### src/hdl/infra_pkg.sv
package infra_pkg;

  // Phase outputs of one clock manager, also the bit index into its phase vector
  typedef enum logic [1:0] {
    PH_0   = 2'd0,
    PH_90  = 2'd1,
    PH_180 = 2'd2,
    PH_270 = 2'd3
  } phase_e;

  // Division counter width, DIVIDE must stay below 2**DIV_W
  localparam int DIV_W = 8;

  localparam int CNT_W = 16;  // Lock, reset and calibration timers

  // Base clock rising edges in one lock window; window is this many periods
  localparam int EDGES_PER_WINDOW = 4;

  // Default division ratios of the two clock managers
  localparam int DEF_SYS_DIVIDE = 8;
  localparam int DEF_AUX_DIVIDE = 12;

endpackage

### src/hdl/clk_phase_gen.sv
`timescale 1ns/1ns

module clk_phase_gen import infra_pkg::*; #(
  parameter int DIVIDE = 8
) (
  input  logic       sys_clk_in,
  input  logic       rst,
  input  logic       enable,
  output logic [3:0] phase,
  output logic       clk2x
);

  localparam int QUARTER = DIVIDE / 4;
  localparam int HALF    = DIVIDE / 2;
  localparam logic [DIV_W-1:0] LAST = DIV_W'(DIVIDE - 1);

  logic [DIV_W-1:0] cnt;  // Position within one base period

  // High for the half period that starts ph quarters after count zero
  function automatic logic phase_high(input logic [DIV_W-1:0] c, input phase_e ph);
    int pos;
    pos = (int'(c) + DIVIDE - int'(ph) * QUARTER) % DIVIDE;
    return pos < HALF;
  endfunction

  // Double rate, high in the first half of each half period
  function automatic logic dbl_high(input logic [DIV_W-1:0] c);
    int pos;
    pos = int'(c) % HALF;
    return pos < QUARTER;
  endfunction

  always_ff @(posedge sys_clk_in) begin
    if (rst) begin
      cnt   <= '0;
      phase <= '0;
      clk2x <= 1'b0;
    end else if (enable) begin
      if (cnt == LAST) begin
        cnt <= '0;
      end else begin
        cnt <= cnt + 1'b1;
      end
      phase[PH_0]   <= phase_high(cnt, PH_0);
      phase[PH_90]  <= phase_high(cnt, PH_90);
      phase[PH_180] <= phase_high(cnt, PH_180);
      phase[PH_270] <= phase_high(cnt, PH_270);
      clk2x         <= dbl_high(cnt);
    end else begin
      // Reference gone, counter holds and all outputs park low
      phase <= '0;
      clk2x <= 1'b0;
    end
  end

  // Base and inverted phase cover opposite halves of the period
  a_no_overlap_0_180: assert property (
    @(posedge sys_clk_in) disable iff (rst)
    !(phase[PH_0] && phase[PH_180])
  ) else $error("base and 180 degree phase high together");

endmodule

### src/hdl/lock_detect.sv
`timescale 1ns/1ns

module lock_detect import infra_pkg::*; #(
  parameter int DIVIDE       = 8,
  parameter int LOCK_WINDOWS = 3
) (
  input  logic sys_clk_in,
  input  logic rst,
  input  logic base_clk,
  output logic locked
);

  localparam int WINDOW = EDGES_PER_WINDOW * DIVIDE;
  localparam logic [CNT_W-1:0] WIN_LAST  = CNT_W'(WINDOW - 1);
  localparam logic [CNT_W-1:0] GOOD_LAST = CNT_W'(LOCK_WINDOWS - 1);
  localparam logic [DIV_W:0]   EDGES_EXP = (DIV_W + 1)'(EDGES_PER_WINDOW);

  logic             base_q;
  logic             rise;
  logic             win_end;
  logic             window_good;
  logic [CNT_W-1:0] win_cnt;   // Cycle within the current window
  logic [DIV_W-1:0] edge_cnt;  // Rising edges seen so far in the window
  logic [DIV_W:0]   edge_total;
  logic [CNT_W-1:0] good_cnt;  // Consecutive good windows before this one

  assign rise    = base_clk & ~base_q;
  assign win_end = (win_cnt == WIN_LAST);

  // Count includes an edge landing on the last cycle of the window
  assign edge_total  = {1'b0, edge_cnt} + (DIV_W + 1)'(rise);
  assign window_good = (edge_total == EDGES_EXP);

  always_ff @(posedge sys_clk_in) begin
    if (rst) begin
      base_q   <= 1'b0;
      win_cnt  <= '0;
      edge_cnt <= '0;
      good_cnt <= '0;
      locked   <= 1'b0;
    end else begin
      base_q <= base_clk;
      if (win_end) begin
        win_cnt  <= '0;
        edge_cnt <= '0;
        if (window_good) begin
          if (good_cnt == GOOD_LAST) begin
            locked <= 1'b1;  // Enough good windows in a row
          end else begin
            good_cnt <= good_cnt + 1'b1;
          end
        end else begin
          // One bad window drops lock and restarts the run
          good_cnt <= '0;
          locked   <= 1'b0;
        end
      end else begin
        win_cnt <= win_cnt + 1'b1;
        if (rise && (edge_cnt != '1)) begin
          edge_cnt <= edge_cnt + 1'b1;
        end
      end
    end
  end

  a_lock_at_window_end: assert property (
    @(posedge sys_clk_in) disable iff (rst)
    (locked != $past(locked)) |-> $past(win_end)
  ) else $error("lock changed away from a window boundary");

endmodule

### src/hdl/clk_mgr.sv
`timescale 1ns/1ns

module clk_mgr import infra_pkg::*; #(
  parameter int DIVIDE       = 8,
  parameter int LOCK_WINDOWS = 3
) (
  input  logic sys_clk_in,
  input  logic rst,
  input  logic ref_present,
  output logic clk_out,
  output logic clk90,
  output logic clk180,
  output logic clk270,
  output logic clk2x,
  output logic locked
);

  logic [3:0] phase;

  // Quadrature phases need a ratio divisible by 4 that fits the counter
  if ((DIVIDE % 4 != 0) || (DIVIDE < 4) || (DIVIDE >= (1 << DIV_W))) begin : gen_bad_divide
    $error("clk_mgr DIVIDE %0d must be a multiple of 4 below %0d", DIVIDE, 1 << DIV_W);
  end

  clk_phase_gen #(
    .DIVIDE (DIVIDE)
  ) phase_gen (
    .sys_clk_in (sys_clk_in),
    .rst        (rst),
    .enable     (ref_present),
    .phase      (phase),
    .clk2x      (clk2x)
  );

  // Watches the generated clock, so a missing reference reads as lost lock
  lock_detect #(
    .DIVIDE       (DIVIDE),
    .LOCK_WINDOWS (LOCK_WINDOWS)
  ) lock_det (
    .sys_clk_in (sys_clk_in),
    .rst        (rst),
    .base_clk   (phase[PH_0]),
    .locked     (locked)
  );

  assign clk_out = phase[PH_0];
  assign clk90   = phase[PH_90];
  assign clk180  = phase[PH_180];
  assign clk270  = phase[PH_270];

endmodule

### src/hdl/reset_sequencer.sv
`timescale 1ns/1ns

module reset_sequencer import infra_pkg::*; #(
  parameter int RST_HOLD = 16
) (
  input  logic sys_clk_in,
  input  logic rst,
  input  logic locked,
  output logic power_on_rst
);

  localparam logic [CNT_W-1:0] HOLD_LAST = CNT_W'(RST_HOLD - 1);

  logic [CNT_W-1:0] hold_cnt;  // Locked cycles seen so far
  logic             released;

  always_ff @(posedge sys_clk_in) begin
    if (rst || !locked) begin
      // Any loss of lock restarts the hold
      hold_cnt <= '0;
      released <= 1'b0;
    end else if (!released) begin
      if (hold_cnt == HOLD_LAST) begin
        released <= 1'b1;
      end else begin
        hold_cnt <= hold_cnt + 1'b1;
      end
    end
  end

  assign power_on_rst = !locked || !released;  // Drops with lock at once

  // Release only after a full hold of lock
  a_rst_hold: assert property (
    @(posedge sys_clk_in) disable iff (rst)
    $fell(power_on_rst) |-> $past(locked, RST_HOLD)
  ) else $error("power-on reset released before the hold time");

endmodule

### src/hdl/delay_ctrl_ready.sv
`timescale 1ns/1ns

module delay_ctrl_ready import infra_pkg::*; #(
  parameter int READY_CYCLES = 32
) (
  input  logic sys_clk_in,
  input  logic rst,
  input  logic ctrl_rst,
  output logic ready
);

  localparam logic [CNT_W-1:0] READY_LAST = CNT_W'(READY_CYCLES - 1);

  // Stands in for the delay line calibration time
  logic [CNT_W-1:0] cal_cnt;

  always_ff @(posedge sys_clk_in) begin
    if (rst || ctrl_rst) begin
      cal_cnt <= '0;
      ready   <= 1'b0;
    end else if (!ready) begin
      if (cal_cnt == READY_LAST) begin
        ready <= 1'b1;  // Sticky until next controller reset
      end else begin
        cal_cnt <= cal_cnt + 1'b1;
      end
    end
  end

endmodule

### src/hdl/board_infrastructure.sv
`timescale 1ns/1ns

module board_infrastructure import infra_pkg::*; #(
  parameter int SYS_DIVIDE   = DEF_SYS_DIVIDE,
  parameter int AUX_DIVIDE   = DEF_AUX_DIVIDE,
  parameter int LOCK_WINDOWS = 3,
  parameter int RST_HOLD     = 16,
  parameter int READY_CYCLES = 32,
  parameter int IDCTRL_100   = 1
) (
  input  logic sys_clk_in,
  input  logic rst,
  input  logic aux_ref_present,
  input  logic idelay_rst,
  output logic sys_clk,
  output logic sys_clk90,
  output logic sys_clk180,
  output logic sys_clk270,
  output logic sys_clk2x,
  output logic sys_clk_lock,
  output logic aux_clk,
  output logic aux_clk90,
  output logic aux_clk180,
  output logic aux_clk270,
  output logic aux_clk2x,
  output logic aux_clk_lock,
  output logic op_power_on_rst,
  output logic idelay_rdy,
  output logic idelay100_rdy
);

  // System reference always present on the board
  clk_mgr #(
    .DIVIDE       (SYS_DIVIDE),
    .LOCK_WINDOWS (LOCK_WINDOWS)
  ) sys_mgr (
    .sys_clk_in  (sys_clk_in),
    .rst         (rst),
    .ref_present (1'b1),
    .clk_out     (sys_clk),
    .clk90       (sys_clk90),
    .clk180      (sys_clk180),
    .clk270      (sys_clk270),
    .clk2x       (sys_clk2x),
    .locked      (sys_clk_lock)
  );

  clk_mgr #(
    .DIVIDE       (AUX_DIVIDE),
    .LOCK_WINDOWS (LOCK_WINDOWS)
  ) aux_mgr (
    .sys_clk_in  (sys_clk_in),
    .rst         (rst),
    .ref_present (aux_ref_present),
    .clk_out     (aux_clk),
    .clk90       (aux_clk90),
    .clk180      (aux_clk180),
    .clk270      (aux_clk270),
    .clk2x       (aux_clk2x),
    .locked      (aux_clk_lock)
  );

  // Power-on reset follows system lock only
  reset_sequencer #(
    .RST_HOLD (RST_HOLD)
  ) por_seq (
    .sys_clk_in   (sys_clk_in),
    .rst          (rst),
    .locked       (sys_clk_lock),
    .power_on_rst (op_power_on_rst)
  );

  if (IDCTRL_100 != 0) begin : gen_dual_idelayctrl
    delay_ctrl_ready #(
      .READY_CYCLES (READY_CYCLES)
    ) idelayctrl100_inst (
      .sys_clk_in (sys_clk_in),
      .rst        (rst),
      .ctrl_rst   (idelay_rst),
      .ready      (idelay100_rdy)
    );

    delay_ctrl_ready #(
      .READY_CYCLES (READY_CYCLES)
    ) idelayctrl200_inst (
      .sys_clk_in (sys_clk_in),
      .rst        (rst),
      .ctrl_rst   (idelay_rst),
      .ready      (idelay_rdy)
    );
  end else begin : gen_single_idelayctrl
    delay_ctrl_ready #(
      .READY_CYCLES (READY_CYCLES)
    ) idelayctrl_inst (
      .sys_clk_in (sys_clk_in),
      .rst        (rst),
      .ctrl_rst   (idelay_rst),
      .ready      (idelay_rdy)
    );

    assign idelay100_rdy = 1'b0;  // No 100 MHz controller fitted
  end

endmodule

### config.mk
export PLATFORM = sky130hd
export DESIGN_NAME = board_infrastructure
export DESIGN_NICKNAME = d
export VERILOG_FILES = /design/src/hdl/infra_pkg.sv /design/src/hdl/clk_phase_gen.sv /design/src/hdl/lock_detect.sv /design/src/hdl/clk_mgr.sv /design/src/hdl/reset_sequencer.sv /design/src/hdl/delay_ctrl_ready.sv /design/src/hdl/board_infrastructure.sv
export SDC_FILE = /design/constraint.sdc
export NUM_CORES = 1
export LEC_CHECK = 0
export BUFFER_PORTS_ARGS = -buffer_cell sky130_fd_sc_hd__buf_2
export CORE_MARGIN = 3
export CORE_UTILIZATION = 55
export CTS_BUF_LIST = sky130_fd_sc_hd__clkbuf_8
export CTS_CLUSTER_SIZE = 10
export DETAILED_ROUTE_END_ITERATION = 10
export GPL_TIMING_DRIVEN = 0
export HOLD_SLACK_MARGIN = 0.12
export PLACE_DENSITY = 0.71
export SLEW_MARGIN = 20
export SYNTH_ARGS = -nofsm -noshare
export SYNTH_HDL_FRONTEND = slang
export SYNTH_SLANG_ARGS = --single-unit
### constraint.sdc
create_clock -name sys_clk_in -period 15.3 [get_ports sys_clk_in]
set_input_delay 1.53 -clock sys_clk_in [delete_from_list [all_inputs] [get_ports sys_clk_in]]
set_output_delay 1.53 -clock sys_clk_in [all_outputs]
set_load 0.02 [all_outputs]
**Word level (Yosys, flattened, before mapping)**

Index checks and enable logic that the tools add are counted.

- Flip-flop bits (word level): 161
- Input port bits: 4
- Output and inout port bits: 15
- Word-level logic and storage cells: 127

- $add $sub $neg: 21
- Divide/modulo/power cells: 5
- Magnitude comparators: 10
- Equal/unequal tests: 17
- Mux-type cells: 15
- Bitwise gates (word level): 15
- Reduce and logical (&&, ||, !) cells: 22

Operators with widths:

| operator | number |
|---|---|
| $lt A32 B4 Y1 const B | 4 |
| $mod A32 B5 Y32 const B | 4 |
| $add A16 B1 Y16 const B | 7 |
| $mux W16 | 4 |
| $sub A32 B3 Y32 const B | 2 |
| $sub A32 B4 Y32 const B | 2 |
| $eq A16 B5 Y1 const B | 3 |
| $add A8 B1 Y8 const B | 4 |
| $eq A16 B2 Y1 const B | 2 |
| $lt A32 B3 Y1 const B | 1 |
| $mod A9 B4 Y32 const B | 1 |
| $add A8 B1 Y9 | 2 |
| $add A8 B4 Y9 const B | 2 |
| $eq A9 B3 Y1 const B | 2 |
| $eq A16 B4 Y1 const B | 1 |
| $eq A16 B6 Y1 const B | 1 |
| $lt A4 B4 Y1 const B | 4 |
| $ne A8 B8 Y1 const B | 2 |
| $reduce_and A2 Y1 | 7 |
| $reduce_or A3 Y1 | 4 |
| $mux W1 | 10 |
| $sub A9 B3 Y10 const B | 1 |
| $sub A9 B4 Y10 const B | 1 |
| $not A1 Y1 | 9 |
| other kinds (12) | 25 |

**Longest topological paths before layout**

- Depth in word-level cells: 6
- Depth in mapped cells: 35
- Gate-level depth less buffers: 28

**By module**

Synthesis repeated with hierarchy kept, for this count alone.

- Cell total of the unflattened synthesis: 1,637
- Area, all modules: 12,411.9 um^2

By module, submodules not included:

| module | instances | cells an instance | area each (um^2) |
|---|---|---|---|
| clk_phase_gen at aux_mgr.phase_gen | 1 | 817 | 5,385.2 |
| lock_detect at aux_mgr.lock_det | 1 | 239 | 2,025.7 |
| lock_detect at sys_mgr.lock_det | 1 | 238 | 2,009.4 |
| delay_ctrl_ready | 2 | 95 | 808.3 |
| reset_sequencer | 1 | 96 | 833.3 |
| clk_phase_gen at sys_mgr.phase_gen | 1 | 56 | 538.0 |
| board_infrastructure | 1 | 1 | 3.8 |

**Least setup slack after synthesis**

Ideal clock, no wire load.

- Path type: register -> register
- Start point: register aux_mgr.phase_gen.cnt[2]
- End point: register aux_mgr.phase_gen.phase[2]
- Setup time: 0.133 ns
- Data arrival time: 6.324 ns
- Data required time: 15.167 ns
- Setup slack: 8.844 ns
- Cell stages (with the launch flop): 33
- Buffers on the path: 8
- Period minus slack after synthesis: 6.456 ns
- Cell sequence: dfxtp_1 > buf_2 > buf_1 > clkinv_1 > ha_1 > buf_4 > and3b_1 > buf_6 > xnor2_4 > nand4_4 > nor3_2 > buf_4 > inv_1 > ha_1 > clkbuf_1 > nor4_1 > a21oi_1 > o22a_1 > buf_4 > nor4_2 > o31ai_4 > nor3_1 > a21oi_1 > mux2i_1 > ha_1 > buf_1 > nor2_1 > nand3_1 > a21oi_1 > or3_1 > nor3_1 > a21o_1 > a211oi_1

- Cells in the longest elaborated chain, start to end: 4

RTL lines:

| element | RTL line | RTL |
|---|---|---|
| start, declared | clk_phase_gen.sv:17 | `logic [DIV_W-1:0] cnt;` |
| start signal, assigned | clk_phase_gen.sv:42 | `cnt <= cnt + 1'b1;` |
| $add A8 B4 Y9 | clk_phase_gen.sv:22 | `pos = (int'(c) + DIVIDE - int'(ph) * QUARTER) % DIVIDE;` |
| $sub A32 B4 Y32 | clk_phase_gen.sv:22 |  |
| $mod A32 B5 Y32 | clk_phase_gen.sv:22 |  |
| $lt A32 B4 Y1 | clk_phase_gen.sv:23 | `return pos < HALF;` |
| end signal, assigned by index | clk_phase_gen.sv:44 | `phase[PH_0] <= phase_high(cnt, PH_0);` |
| end signal, assigned by index | clk_phase_gen.sv:45 | `phase[PH_90] <= phase_high(cnt, PH_90);` |
| end signal, assigned by index | clk_phase_gen.sv:46 | `phase[PH_180] <= phase_high(cnt, PH_180);` |
| end, declared | clk_phase_gen.sv:9 | `output logic [3:0] phase,` |

Every way passes these cells.
A chain may end at the register's enable or synchronous reset.

**Worst setup path after layout**

Ends and elaborated chain as after synthesis.

==> run summary <==
The clock period minus worst slack was 7.85 ns. The post-route fraction of the period consumed by the critical path is 0.513, and the synthesized net count is 1500. The total routing resource utilization after global routing is 0.227. For this run, the leading register cell type out of synthesis is dfxtp_1.

The final worst hold slack came out at 0.453 ns. Setup repair after global routing left no endpoint under its margin. Antenna diode instance count: 0.

Entering global routing, the biggest net connects 17 pins. The Yosys step of the flow raised 0 warnings. CTS placed an instance of clkbuf_8 at the clock tree root.

Summed over all failing endpoints, the final setup total negative slack is 0 ns. The startpoint kind of the worst setup timing path was a flip-flop. The number of synthesized flops with an enable pin is 0. At the pin with the least slew margin, the transition time is 0.835 ns. The logs give 0 for the final setup violation count and 25.1 mm for the routed wire length. In this run the cell area of the synthesized design comes to 0.0112 mm^2. For the worst endpoint data arrival time, the log shows 8.19 ns. The maximum fanout encountered on the critical timing path was 11. The tools report the routability-driven placement congestion ratio as 0.954. The worst register-to-register path ends at aux_mgr.phase_gen.phase[2]. Initial core utilization: 0.569. The average instance in the mapped netlist occupies 7.77 um^2. The total area inside the core boundary comes to 0.0198 mm^2. Detailed placement ended at an HPWL of 18.3 mm. The routed wirelength normalized by instance count works out to 14.2 um. In this run the most critical hold path is launched from aux_mgr.lock_det.win_cnt[0]. The most common library cell in the layout ignoring fill and taps was nor2_1. The number of vias in the routed layout is 10290, and the worst reg-to-reg path cell count is 32. For this design, the sink count on the clock tree is 161.

The proportion of layout cells with a drive suffix above 1 is 0.0861. The reported leakage power is 4.50 nW. The category of the critical setup timing path is flip-flop to flip-flop. TritonCTS built the clock tree.

The total CTS buffers was 17; the instance count along the most critical hold path was 1. The run gives 9158 as the number of global-route vias before repair. The placed instances occupy a cell area of 0.0117 mm^2.

Count of H-tree levels built during CTS: 4. The library cells used most frequently in the layout, excluding fill and tap cells, are 225 x nor2_1, 161 x dfxtp_1, 128 x nand2_1. Broken down by cell family, the worst path's largest delay share belongs to buffers and inverters. The via density per instance was 5.84.

Synthesis-stage register bit count: 161. For this design, the CTS-stage hold fixing added 0 buffers. IR analysis of the VDD net gives a maximum drop of 53.8 uV. The max-slew violation count was 0; the relative max-transition margin was 0.440. The logs give 0 for the final-report hold violation count and 0.287 for the proportion of synthesized chip area in sequential cells. For the initial antenna violation count, the log shows 0. The count of nets left with antenna violations once routing finished came out at 0. Counting every instance in the synthesized netlist gives 1448. Clock-pin slew was measured on the worst setup and hold paths at 0.10 ns. Clock skew on the completed layout was measured at 0.0169 ns. The maximum clock rate is 0.127 GHz, and the quantity of I/O buffers inserted on ports is 17. The area growth from synthesis to layout is 7.50%.

The run finished with clean final reports. The fraction of registers with async set or reset after synthesis was 0. The residual overflow from global routing is 0, and the y dimension of the die is 149 um. The highest cell delay on the worst timing path is 0.53 ns.

The tools report the first-pass GRT wire length as 42.8 mm. The startpoint identified for the worst register-to-register timing path is aux_mgr.phase_gen.cnt[2]. The setup check on the worst reg-to-reg path leaves a slack of 7.45 ns. Synthesis instantiated 110 different standard cells from the library. The area of all placed cells without fillers came out at 0.0121 mm^2.

The run gives 51 as the count of standard-cell rows. The worst setup path is captured at a flip-flop. For hold timing, the worst endpoint is aux_mgr.lock_det.win_cnt[0]. Among all stages on the critical path, the largest delay is contributed by clkinv_1. The final layout contains 1537 nets. Power density over the cells: 74.0 mW/mm^2. The clock latency of the later-clocked register in the worst-skew pair came out at 0.47 ns. The run gives 0 as the number of gates given a new drive strength after cts.

Across the run, the number of max-cap violations was 0. The largest buffer count on any clock path was 2; the horizontal die dimension was 149 um. For this run, the detailed router's first-pass iteration total came to 5.

In this run, the number of DRC markers left after iteration 0 of detailed routing was 607. The run gives 15.64 ns as the critical path required time. The classification of the worst-slack hold path is flip-flop to flip-flop.

For this design the top-level I/O count stands at 19. The buffer and inverter count on the worst path is 9. The setup fix buffers added after clock tree synthesis was 0.

The logs give 0.0222 mm^2 for the die area and 0 for the final routed DRC violation total.
==> how the worst max path moves through the flow <==
stage,slack (ns),start,depth (start not counted),end
after floorplan,8.84,aux_mgr.phase_gen.cnt[2],32,aux_mgr.phase_gen.phase[2]
after detailed placement,7.62,aux_mgr.phase_gen.cnt[2],32,aux_mgr.phase_gen.phase[2]
after global placement,7.73,aux_mgr.phase_gen.cnt[2],32,aux_mgr.phase_gen.phase[2]
final,7.45,aux_mgr.phase_gen.cnt[2],32,aux_mgr.phase_gen.phase[2]
after global routing,6.94,aux_mgr.phase_gen.cnt[2],34,aux_mgr.phase_gen.phase[2]
after CTS,7.60,aux_mgr.phase_gen.cnt[2],32,aux_mgr.phase_gen.phase[2]
==> synth_stat cells, drive strengths merged, types with 27 or more instances <==
master  instances  area share
dfxtp         161        0.29
nor3           46       0.022
xor2           94       0.075
a21oi          86       0.039
nor2          226       0.076
nand4          38       0.022
inv            33       0.011
nand2         129       0.043
and3           31       0.017
clkbuf         37       0.012
o21ai          62       0.029
ha             48       0.053
buf            30       0.015
xnor2          67       0.056
nand3          70       0.033
nor4           27       0.017
==> area by class of cell <==
| cell class | instances | area (um^2) |
|---|---|---|
| buffer | 67 | 309 |
| clock buffer | 18 | 248 |
| clock inverter | 14 | 174 |
| fill | 1798 | 7690 |
| inverter | 34 | 130 |
| multi-input combinational | 1186 | 7580 |
| sequential | 161 | 3220 |
| tap | 265 | 332 |
| timing repair buffer | 18 | 90.1 |
==> power breakdown <==
group          switching [mW]  internal (mW)
Combinational          0.0789         0.0509
Clock                   0.177          0.155
Sequential            0.00699          0.426
Total                   0.263          0.632
==> through the flow <==
step | util | instances | setup slack, ns | power, mW
6_report | 0.611 | 1763 | 7.45 | 0.895
5_1_grt | 0.611 | 1763 | 6.94 | 0.936
4_1_cts | 0.611 | 1762 | 7.60 | 0.902
3_5_place_dp | 0.590 | 1730 | 7.62 | 0.571
3_3_place_gp | 0.590 | 1730 | 7.73 | 0.569
2_1_floorplan | - | 1448 | 8.84 | 0.543
==> worst reg2reg max path: cells and delay by family (launching register included) <==
kind / cells / cell delay (ns)
buffers and inverters: 9 / 2.59
AND/OR/NAND/NOR: 10 / 2.24
AO/OA/AOI/OAI: 8 / 1.12
adder cells (fa/ha/maj): 3 / 0.86
flip-flops: 1 / 0.49
multiplexers: 1 / 0.21
XOR/XNOR: 1 / 0.19
==> sequential cells by signal (all words and copies together), names as in the netlist, 16 cells and up <==
| register | cells |
|---|---|
| aux_mgr.lock_det.good_cnt | 16 |
| aux_mgr.lock_det.win_cnt | 16 |
| gen_dual_idelayctrl.idelayctrl100_inst.cal_cnt | 16 |
| gen_dual_idelayctrl.idelayctrl200_inst.cal_cnt | 16 |
| por_seq.hold_cnt | 16 |
| sys_mgr.lock_det.good_cnt | 16 |
| sys_mgr.lock_det.win_cnt | 16 |
==> routing by layer <==
metal  track usage  vias to the layer above  part of all wire
li1              -                     5232                 -
met1         0.318                     4795              0.49
met2         0.361                      220              0.45
met3        0.0352                       43             0.041
met4        0.0719                        0             0.021
met5             0                        -                 0
==> logic make-up (layout without fill, tap and decap cells) <==
logic type / after synthesis / after routing / share of synthesized area
XOR/XNOR: 161 / 161 / 0.131
AO/OA/AOI/OAI: 288 / 288 / 0.175
flip-flops: 161 / 161 / 0.287
AND/OR/NAND/NOR: 674 / 674 / 0.301
adder cells (fa/ha/maj): 49 / 49 / 0.0544
buffers and inverters: 101 / 151 / 0.0390
multiplexers: 14 / 14 / 0.0133
Power figures use the tool's default switching activity.
